[config.mk]
export PLATFORM = sky130hd
export DESIGN_NAME = cmbWrapper
export DESIGN_NICKNAME = d
export VERILOG_FILES = /design/src/logic/cmbPkg.sv /design/src/logic/cmbControl.sv /design/src/logic/pixelCmdDecoder.sv /design/src/logic/soundSampleQueue.sv /design/src/logic/sgbDispatcher.sv /design/src/logic/cmbWrapper.sv
export SDC_FILE = /design/constraint.sdc
export NUM_CORES = 1
export LEC_CHECK = 0
export BUFFER_PORTS_ARGS = -buffer_cell sky130_fd_sc_hd__buf_2
export CAP_MARGIN = 25
export CORE_MARGIN = 4
export CORE_UTILIZATION = 51
export DETAILED_ROUTE_END_ITERATION = 8
export PLACE_DENSITY = 0.76
export SYNTH_ARGS = -nofsm -noshare
export SYNTH_HDL_FRONTEND = slang
export SYNTH_HIERARCHICAL = 1
export SYNTH_SLANG_ARGS = --single-unit
[constraint.sdc]
create_clock -name iSysClk -period 2.6 [get_ports iSysClk]
set_clock_uncertainty 0.2 [all_clocks]
set_input_delay 0.13 -clock iSysClk [delete_from_list [all_inputs] [get_ports iSysClk]]
set_output_delay 0.13 -clock iSysClk [all_outputs]
set_load 0.01 [all_outputs]
[src/logic/cmbPkg.sv]
package cmbPkg;

    // ------------------------------------------------
    // Flash address layout
    // ------------------------------------------------
    localparam int lpBlockBits = 10;                            // Block field
    localparam int lpPageBits  = 6;                             // Page field
    localparam int lpColBits   = 11;                            // Column field
    localparam int lpAddrBits  = lpBlockBits + lpPageBits + lpColBits;  // 27 bits total

    // One page step, column field rolls into page
    localparam logic [lpAddrBits-1:0] lpPageUp = lpAddrBits'(1) << lpColBits;

    localparam int lpSectorBytes = 16;                          // Bytes per flash read
    localparam logic lpCmdRead   = 1'b1;                        // Flash command, read only

    // ------------------------------------------------
    // Sound path sizes
    // ------------------------------------------------
    localparam int lpSampleBits   = 16;                         // One sound sample
    localparam int lpChannels     = 5;                          // Sound generator channels
    localparam int lpChanBits     = $clog2(lpChannels);         // Channel pointer
    localparam int lpSoundCredits = 2;                          // Credits per channel
    localparam int lpCreditBits   = $clog2(lpSoundCredits + 1); // Credit counter
    localparam int lpQueueDepth   = lpSectorBytes / 2;          // One sector of samples
    localparam int lpQueuePtrBits = $clog2(lpQueueDepth);       // Queue pointer
    localparam int lpQueueCntBits = $clog2(lpQueueDepth + 1);   // Queue fill level

    // ------------------------------------------------
    // Slave CSR bus
    // ------------------------------------------------
    localparam int lpSlaveBits = 16;                            // Slave addr and data width
    localparam logic [lpSlaveBits-1:0] lpEndAddr = 16'hFFFF;    // End-of-program marker

    // Per-port request FSM states
    localparam logic [1:0] lpStIdle = 2'd0;                     // Nothing pending
    localparam logic [1:0] lpStReq  = 2'd1;                     // Cke cycle
    localparam logic [1:0] lpStBusy = 2'd2;                     // Sector in flight

    typedef struct packed {
        logic [lpAddrBits-1:0] addr;                            // Block, page, column
        logic                  cke;                             // One-cycle read start
        logic                  cmd;                             // 1 read
    } fmcReq_t;

    typedef struct packed {
        logic [7:0] rd;                                         // Data byte
        logic       rdVd;                                       // Byte valid
        logic       sectorCke;                                  // Sector done pulse
    } fmcRsp_t;

    typedef struct packed {
        logic [lpSlaveBits-1:0] addr;                           // CSR address
        logic [lpSlaveBits-1:0] wd;                             // CSR write data
        logic                   wdVd;                           // Write strobe
    } slaveWr_t;

    typedef struct packed {
        logic [lpSampleBits-1:0] sample;                        // Sample value
        logic                    vd;                            // Valid strobe
    } sgbSample_t;

endpackage

[src/logic/cmbControl.sv]
module cmbControl (
    input  logic            iSysClk,        // System clock
    input  logic            reset,          // Sync reset, active high
    input  cmbPkg::fmcRsp_t pixelRsp,       // Pixel flash response
    input  cmbPkg::fmcRsp_t soundRsp,       // Sound flash response
    input  logic            programEnd,     // End instruction decoded
    input  logic            queueEmpty,     // Sound queue drained
    output cmbPkg::fmcReq_t pixelReq,       // Pixel flash request
    output cmbPkg::fmcReq_t soundReq        // Sound flash request
);
    import cmbPkg::*;

    logic [1:0]            pixState;        // Pixel port FSM
    logic [1:0]            soundState;      // Sound port FSM
    logic [lpAddrBits-1:0] pixAddr;         // Pixel page address
    logic [lpAddrBits-1:0] soundAddr;       // Sound page address
    logic                  programEnded;    // Sticky end flag
    logic                  endSeen;         // End flag incl. this cycle

    assign endSeen = programEnded | programEnd;

    always_ff @(posedge iSysClk)
    begin
        if (reset)
            programEnded <= 1'b0;
        else if (programEnd)
            programEnded <= 1'b1;           // Held until reset
    end

    // ------------------------------------------------
    // Pixel port, one sector after another until end
    // ------------------------------------------------
    always_ff @(posedge iSysClk)
    begin
        if (reset)
        begin
            pixState <= lpStIdle;
            pixAddr  <= '0;
        end
        else
        begin
            case (pixState)
                lpStIdle:
                begin
                    if (!endSeen)
                        pixState <= lpStReq;                // Start right after reset
                end
                lpStReq:
                    pixState <= lpStBusy;                   // Cke is out this cycle
                lpStBusy:
                begin
                    if (pixelRsp.sectorCke)
                    begin
                        pixAddr  <= pixAddr + lpPageUp;     // Next page
                        pixState <= endSeen ? lpStIdle : lpStReq;
                    end
                end
                default:
                    pixState <= lpStIdle;
            endcase
        end
    end

    // ------------------------------------------------
    // Sound port, refill only when the queue drains
    // ------------------------------------------------
    always_ff @(posedge iSysClk)
    begin
        if (reset)
        begin
            soundState <= lpStIdle;
            soundAddr  <= '0;
        end
        else
        begin
            case (soundState)
                lpStIdle:
                begin
                    if (queueEmpty)
                        soundState <= lpStReq;
                end
                lpStReq:
                    soundState <= lpStBusy;
                lpStBusy:
                begin
                    if (soundRsp.sectorCke)
                    begin
                        soundAddr  <= soundAddr + lpPageUp;
                        soundState <= lpStIdle;             // Wait for queue to drain
                    end
                end
                default:
                    soundState <= lpStIdle;
            endcase
        end
    end

    always_comb
    begin
        pixelReq.addr = pixAddr;
        pixelReq.cke  = (pixState == lpStReq);
        pixelReq.cmd  = lpCmdRead;
        soundReq.addr = soundAddr;
        soundReq.cke  = (soundState == lpStReq);
        soundReq.cmd  = lpCmdRead;
    end

    // Flash traffic only inside an accepted sector, so no overlapping cke
    assert property (@(posedge iSysClk) disable iff (reset)
        (pixelRsp.rdVd || pixelRsp.sectorCke) |-> pixState == lpStBusy)
        else $error("pixel flash active outside a sector");

    assert property (@(posedge iSysClk) disable iff (reset)
        (soundRsp.rdVd || soundRsp.sectorCke) |-> soundState == lpStBusy)
        else $error("sound flash active outside a sector");

endmodule

[src/logic/pixelCmdDecoder.sv]
module pixelCmdDecoder (
    input  logic             iSysClk,       // System clock
    input  logic             reset,         // Sync reset, active high
    input  cmbPkg::fmcRsp_t  pixelRsp,      // Pixel flash bytes
    output cmbPkg::slaveWr_t slaveWr,       // CSR write to slaves
    output logic             programEnd     // End instruction pulse
);
    import cmbPkg::*;

    logic [1:0]                 byteCnt;    // Byte slot in instruction
    logic [4*8-1:0]             instr;      // Addr hi, addr lo, data hi, data lo
    logic [4*8-1:0]             instrNext;  // Instruction with current byte
    logic [lpSlaveBits-1:0]     nextAddr;   // Address field of instrNext
    logic                       takeByte;   // Byte accepted
    logic                       lastByte;   // Fourth byte accepted
    logic                       wdVd;       // Write strobe register
    logic                       ended;      // Program finished

    // Bytes after the end marker are dropped
    assign takeByte  = pixelRsp.rdVd && !ended;
    assign lastByte  = takeByte && (byteCnt == 2'd3);
    assign instrNext = {instr[3*8-1:0], pixelRsp.rd};
    assign nextAddr  = instrNext[4*8-1:2*8];

    always_ff @(posedge iSysClk)
    begin
        if (takeByte)
            instr <= instrNext;             // High byte first
    end

    always_ff @(posedge iSysClk)
    begin
        if (reset)
        begin
            byteCnt    <= 2'd0;
            wdVd       <= 1'b0;
            programEnd <= 1'b0;
            ended      <= 1'b0;
        end
        else
        begin
            wdVd       <= lastByte && (nextAddr != lpEndAddr);
            programEnd <= lastByte && (nextAddr == lpEndAddr);
            if (takeByte)
                byteCnt <= byteCnt + 2'd1;  // Wraps on fourth byte
            if (lastByte && (nextAddr == lpEndAddr))
                ended <= 1'b1;
        end
    end

    always_comb
    begin
        slaveWr.addr = instr[4*8-1:2*8];
        slaveWr.wd   = instr[2*8-1:0];
        slaveWr.wdVd = wdVd;
    end

    // Sectors carry whole instructions
    assert property (@(posedge iSysClk) disable iff (reset)
        pixelRsp.sectorCke |-> byteCnt == 2'd0)
        else $error("pixel sector ended inside an instruction");

endmodule

[src/logic/soundSampleQueue.sv]
module soundSampleQueue (
    input  logic                            iSysClk,    // System clock
    input  logic                            reset,      // Sync reset, active high
    input  cmbPkg::fmcRsp_t                 soundRsp,   // Sound flash bytes
    input  logic                            pop,        // Dispatcher takes head
    output logic [cmbPkg::lpSampleBits-1:0] head,       // Oldest sample
    output logic                            notEmpty,   // Head is valid
    output logic                            queueEmpty  // Nothing buffered
);
    import cmbPkg::*;

    logic [7:0]                 hiByte;     // First byte of a sample
    logic                       phase;      // 1 after high byte
    logic                       push;       // Second byte completes a sample
    logic [lpSampleBits-1:0]    mem [lpQueueDepth];
    logic [lpQueuePtrBits-1:0]  wrPtr;
    logic [lpQueuePtrBits-1:0]  rdPtr;
    logic [lpQueueCntBits-1:0]  count;      // Fill level

    assign push = soundRsp.rdVd && phase;

    // ------------------------------------------------
    // Byte pairing and storage
    // ------------------------------------------------
    always_ff @(posedge iSysClk)
    begin
        if (soundRsp.rdVd && !phase)
            hiByte <= soundRsp.rd;                  // Hold high byte
        if (push)
            mem[wrPtr] <= {hiByte, soundRsp.rd};    // Sample lands here
    end

    always_ff @(posedge iSysClk)
    begin
        if (reset)
        begin
            phase <= 1'b0;
            wrPtr <= '0;
            rdPtr <= '0;
            count <= '0;
        end
        else
        begin
            if (soundRsp.rdVd)
                phase <= !phase;
            if (push)
                wrPtr <= (wrPtr == lpQueuePtrBits'(lpQueueDepth - 1)) ? '0 : wrPtr + 1'b1;
            if (pop)
                rdPtr <= (rdPtr == lpQueuePtrBits'(lpQueueDepth - 1)) ? '0 : rdPtr + 1'b1;
            case ({push, pop})
                2'b10:   count <= count + 1'b1;
                2'b01:   count <= count - 1'b1;
                default: count <= count;    // Both or neither
            endcase
        end
    end

    assign head       = mem[rdPtr];
    assign notEmpty   = (count != '0);
    assign queueEmpty = (count == '0);

    assert property (@(posedge iSysClk) disable iff (reset)
        push |-> count != lpQueueCntBits'(lpQueueDepth))
        else $error("sample pushed into a full queue");

    assert property (@(posedge iSysClk) disable iff (reset)
        pop |-> count != '0)
        else $error("pop from an empty queue");

    // Sector boundaries fall between samples
    assert property (@(posedge iSysClk) disable iff (reset)
        soundRsp.sectorCke |-> !phase)
        else $error("sound sector ended on a half sample");

endmodule

[src/logic/sgbDispatcher.sv]
module sgbDispatcher (
    input  logic                                          iSysClk,    // System clock
    input  logic                                          reset,      // Sync reset
    input  logic [cmbPkg::lpSampleBits-1:0]               head,       // Queue head
    input  logic                                          notEmpty,   // Head valid
    input  logic [cmbPkg::lpChannels-1:0]                 iSgbCredit, // Credit return
    output logic                                          pop,        // Take head
    output cmbPkg::sgbSample_t [cmbPkg::lpChannels-1:0]   sgbOut      // Channel outputs
);
    import cmbPkg::*;

    logic [lpChanBits-1:0]      chanPtr;                // Channel served next
    logic [lpCreditBits-1:0]    credit [lpChannels];    // Credits left per channel
    logic [lpSampleBits-1:0]    sampleReg [lpChannels]; // Last sample per channel
    logic [lpChannels-1:0]      vdReg;                  // Valid strobes
    logic [lpChannels-1:0]      hasCredit;              // Credit above zero
    logic [lpChannels-1:0]      sendMask;               // One-hot send
    logic                       send;

    always_comb
    begin
        for (int i = 0; i < lpChannels; i++)
        begin
            hasCredit[i] = (credit[i] != '0);
            sendMask[i]  = send && (chanPtr == lpChanBits'(i));
        end
    end

    // Stall on a channel without credit, never skip it
    assign send = notEmpty && hasCredit[chanPtr];
    assign pop  = send;

    always_ff @(posedge iSysClk)
    begin
        for (int i = 0; i < lpChannels; i++)
        begin
            if (sendMask[i])
                sampleReg[i] <= head;   // Out one cycle after pop
        end
    end

    always_ff @(posedge iSysClk)
    begin
        if (reset)
        begin
            chanPtr <= '0;
            vdReg   <= '0;
            for (int i = 0; i < lpChannels; i++)
                credit[i] <= lpCreditBits'(lpSoundCredits);
        end
        else
        begin
            vdReg <= sendMask;
            if (send)
                chanPtr <= (chanPtr == lpChanBits'(lpChannels - 1)) ? '0 : chanPtr + 1'b1;
            for (int i = 0; i < lpChannels; i++)
            begin
                case ({iSgbCredit[i], sendMask[i]})
                    2'b10:   credit[i] <= credit[i] + 1'b1;  // Credit back
                    2'b01:   credit[i] <= credit[i] - 1'b1;  // Credit spent
                    default: credit[i] <= credit[i];         // Cancel or idle
                endcase
            end
        end
    end

    always_comb
    begin
        for (int i = 0; i < lpChannels; i++)
        begin
            sgbOut[i].sample = sampleReg[i];
            sgbOut[i].vd     = vdReg[i];
        end
    end

    // Sound generator returns only credits it was given, so no counter overflows
    for (genvar g = 0; g < lpChannels; g++)
    begin : gCreditCheck
        assert property (@(posedge iSysClk) disable iff (reset)
            (iSgbCredit[g] && !sendMask[g]) |-> credit[g] < lpCreditBits'(lpSoundCredits))
            else $error("credit counter of channel %0d above limit", g);
    end

endmodule

[src/logic/cmbWrapper.sv]
module cmbWrapper (
    input  logic                                        iSysClk,    // System clock
    input  logic                                        reset,      // Sync reset
    input  cmbPkg::fmcRsp_t                             pixelRsp,   // Pixel flash in
    input  cmbPkg::fmcRsp_t                             soundRsp,   // Sound flash in
    input  logic [cmbPkg::lpChannels-1:0]               iSgbCredit, // Credit return
    output cmbPkg::fmcReq_t                             pixelReq,   // Pixel flash out
    output cmbPkg::fmcReq_t                             soundReq,   // Sound flash out
    output cmbPkg::slaveWr_t                            slaveWr,    // Slave CSR write
    output cmbPkg::sgbSample_t [cmbPkg::lpChannels-1:0] sgbOut      // Sound channels
);
    import cmbPkg::*;

    logic                    programEnd;    // Decoder to control
    logic                    queueEmpty;    // Queue to control
    logic [lpSampleBits-1:0] head;          // Queue to dispatcher
    logic                    notEmpty;
    logic                    pop;           // Dispatcher to queue

    cmbControl cmbControl_inst (
        .iSysClk    (iSysClk),
        .reset      (reset),
        .pixelRsp   (pixelRsp),
        .soundRsp   (soundRsp),
        .programEnd (programEnd),
        .queueEmpty (queueEmpty),
        .pixelReq   (pixelReq),
        .soundReq   (soundReq)
    );

    // Pixel path, system program to slave bus
    pixelCmdDecoder pixelCmdDecoder_inst (
        .iSysClk    (iSysClk),
        .reset      (reset),
        .pixelRsp   (pixelRsp),
        .slaveWr    (slaveWr),
        .programEnd (programEnd)
    );

    // Sound path, bytes to samples to channels
    soundSampleQueue soundSampleQueue_inst (
        .iSysClk    (iSysClk),
        .reset      (reset),
        .soundRsp   (soundRsp),
        .pop        (pop),
        .head       (head),
        .notEmpty   (notEmpty),
        .queueEmpty (queueEmpty)
    );

    sgbDispatcher sgbDispatcher_inst (
        .iSysClk    (iSysClk),
        .reset      (reset),
        .head       (head),
        .notEmpty   (notEmpty),
        .iSgbCredit (iSgbCredit),
        .pop        (pop),
        .sgbOut     (sgbOut)
    );

endmodule

==> flow_metrics.tcl <==
set metrics [dict create \
    status "finished clean" \
    cp_cell_sequence "nor4_2 > a31oi_2 > a21oi_2 > nor2_4 > ha_4 > xor2_1 > ha_1 > a21oi_2 > xor2_1 > or3_1 > a21oi_2" \
    avgSynthCellArea_sq_um 16.8 \
    rsz0062_at_grt "yes" \
    synth_edf_count 258 \
    die_w_microns 164 \
    route.detailed.wl_per_inst_microns 19.5 \
    ys_ff_latch 322 \
    core_sq_um 23800 \
    synth.cell_area_sq_um 12500 \
    cp-start-kind "flip-flop" \
    port_buffers 178 \
    antennaDiodeCount 0 \
    async_flop_share_pct 0 \
    ir_drop_v 0.000680 \
    ys_types 57 \
    max_freq_ghz 0.395 \
    critPathSlowestCell "edfxtp_1" \
    fp.dieH_microns 164 \
    finalSetupViolCount 0 \
    grt_pass1_vias 6955 \
    min_period_ps 2530 \
    grt_max_degree 55 \
    synth_largest_area_cell "edfxtp_1" \
    globalplace.congestion 0.798 \
    powerDensity_nw_per_um2 943 \
    cp-end-kind "flip-flop" \
    drtAntennaViolNets 0 \
    clkLatencyLatePin_ps 560 \
    cts_htree_levels 1 \
    synth_top_family_by_area "multiplexers" \
    min_path_type "in -> reg" \
    drt_wl_total_mm 26.1 \
    synth_area_leaders "edfxtp_1 (62%), dfxtp_1 (10%), mux4_1 (5.9%)" \
    yosysTopAreaCellShare_pct 62.2 \
    nFillCells 1594 \
    cts_root_buffer "clkbuf_16" \
    row_count 56 \
    yosysWarnings 6 \
    synth_mux_area_share_pct 8.87 \
    yosysSeqAreaShare_pct 72.4 \
    synth_fa_ha_area_share_pct 2.61 \
    relSlewSlack_pct 33.9 \
    fin_ws_ps 68.0 \
    nets 1043 \
    cp_max_fo 3 \
    fin_cells 1334 \
    finalCritPeriodShare_pct 97.4 \
    tightest_slew_ps 991 \
    design.die.area_sq_um 27000 \
    synth-xor-area-share_pct 2.18 \
    ys_top_cells_by_count "edfxtp_1 (258), dfxtp_1 (64), nor2_1 (62), mux4_1 (28)" \
    synth_compound_area_share_pct 2.57 \
    hpwl_mm 16.6 \
    area_delta_synth_final_pct 22.7 \
    cts_tree "done" \
    crit_type "reg -> reg" \
    critPathMostFrequentCell "a21oi_2" \
    arrival_ps 2810 \
    finalHoldViolations 0 \
    first_pass_iters 5 \
    cpPeakStageDelay_ps 420 \
    first_iter_violations 681 \
    numCtsBuffers 31 \
    synth_ff_type "edfxtp_1" \
    clkTransAtPathRegs_ps 70 \
    gr-total-overflow 0 \
    vias 7218 \
    clk_path_buf_depth 3 \
    grt_usage_pct 18.6 \
    post_synth_and_or_nand_nor_area_fraction_pct 8.08 \
    p_leak_nw 5.68 \
    drv_slew 0 \
    drive_gt1_share_pct 33.2 \
    io_pins 203 \
    clock_sinks 322 \
    post-route-drc-count 0 \
    placed_cells 1249 \
    dpl_worst_slack_ps -5.38 \
    yosys.cell_count.top_type "edfxtp_1" \
    antenna_found_initial 0 \
    initial_core_util_pct 52.5 \
    worstPathRequired_ps 2880 \
    post_drt_via_cell_ratio 5.41 \
    syn_inst 741 \
    drv_cap 0 \
    grt_pass1_wl_mm 39.1 \
]
==> registers in the layout, indices dropped and copies added (netlist names), 4 cells and up, named ones only <==
signal	count
soundSampleQueue_inst/count	4
cmbControl_inst/soundAddr	16
soundSampleQueue_inst/hiByte	8
pixelCmdDecoder_inst/instr	32
sgbDispatcher_inst/sampleReg	80
sgbDispatcher_inst/credit	10
cmbControl_inst/pixAddr	16
soundSampleQueue_inst/mem	128
sgbDispatcher_inst/vdReg	5
==> where the power goes <==
group	leakage [nW]	internal (mW)	total (mW)	switching, mW
clock network	0.520	2.75	4.58	1.83
registers	2.89	6.29	6.52	0.237
logic	2.27	1.51	3.32	1.81
==> per-stage QoR <==
step	TNS (ps)	util (%)	power, mW	area [sq um]	hold WS [ps]
finish	0	64.4	14.4	15300	21.0
CTS	0	63.9	14.3	15200	8.69
global placement	0	58.4	9.60	13900	107
floorplan	-8.42	-	8.62	12600	2.38
global route	-86.8	64.4	15.1	15300	61.3
detailed placement	-5.38	58.4	9.70	13900	109
==> final cells by class <==
type,instances,area [sq um],share of cell area [%]
flip-flops and latches,322,9030,59.1
multi-input cells,374,3280,21.5
repair buffers,242,1440,9.44
clock buffers,38,822,5.38
well taps,319,399,2.61
clock inverters,20,236,1.55
inverters,19,75.1,0.491
==> worst paths after layout <==
kind | start | end | slack [ps] | cells after the start
max | sgbDispatcher_inst/credit[0][0]$_SDFFCE_PP0P_ | soundSampleQueue_inst/count[2]$_SDFFE_PP0P_ | 70 | 11
min | reset | sgbDispatcher_inst/vdReg[4]$_SDFF_PP0_ | 20 | 2
max reg2reg | sgbDispatcher_inst/credit[0][0]$_SDFFCE_PP0P_ | soundSampleQueue_inst/count[2]$_SDFFE_PP0P_ | 70 | 11
min reg2reg | pixelCmdDecoder_inst/instr[4]$_DFFE_PP_ | pixelCmdDecoder_inst/instr[12]$_DFFE_PP_ | 250 | 0
==> kinds of logic (layout without fill, tap and decap cells) <==
family | Yosys count | after routing
flip-flops | 322 | 322
AND/OR/NAND/NOR | 185 | 185
buffers and inverters | 67 | 319
multiplexers | 57 | 57
AO/OA/AOI/OAI | 51 | 51
XOR/XNOR | 31 | 31
adder cells (fa/ha/maj) | 26 | 26
other | 2 | 24
==> critical path, delay by kind of cell, from the launching register on <==
kind,cells,cell delay (ps)
DFF,1,420
xor gates and xnor gates,2,230
and+or+nand+nor,3,740
adders and majority gates,2,350
AOI/OAI and AO/OA,4,530
==> repair_timing <==
action / in CTS / in global routing
hold buffers: 24 / 0
gates resized for setup: 2 / 18
hold endpoints to repair: 116 / 0
setup endpoints to repair: 2 / 5
pin swaps: 0 / 9
cloned: 0 / 0
buffers inserted: 0 / 3
==> routing by layer <==
| metal | global-route usage [%] | routed length [microns] |
|---|---|---|
| met1 | 24.6 | 10600 |
| met2 | 31.9 | 13200 |
| met3 | 3.36 | 1730 |
| met4 | 5.22 | 604 |
| met5 | 0 | 0 |
==> placed cells by master (no fill, tap or decap), types with 18 or more instances in the layout <==
cell type	n
conb_1	24
inv_1	18
buf_2	178
dlygate4sd3_1	24
edfxtp_1	258
buf_4	39
clkbuf_16	31
nand2_1	20
mux4_1	28
ha_1	20
mux2_2	19
dfxtp_1	62
nor2_1	60
Note: power is estimated with default switching activity, not from simulation.
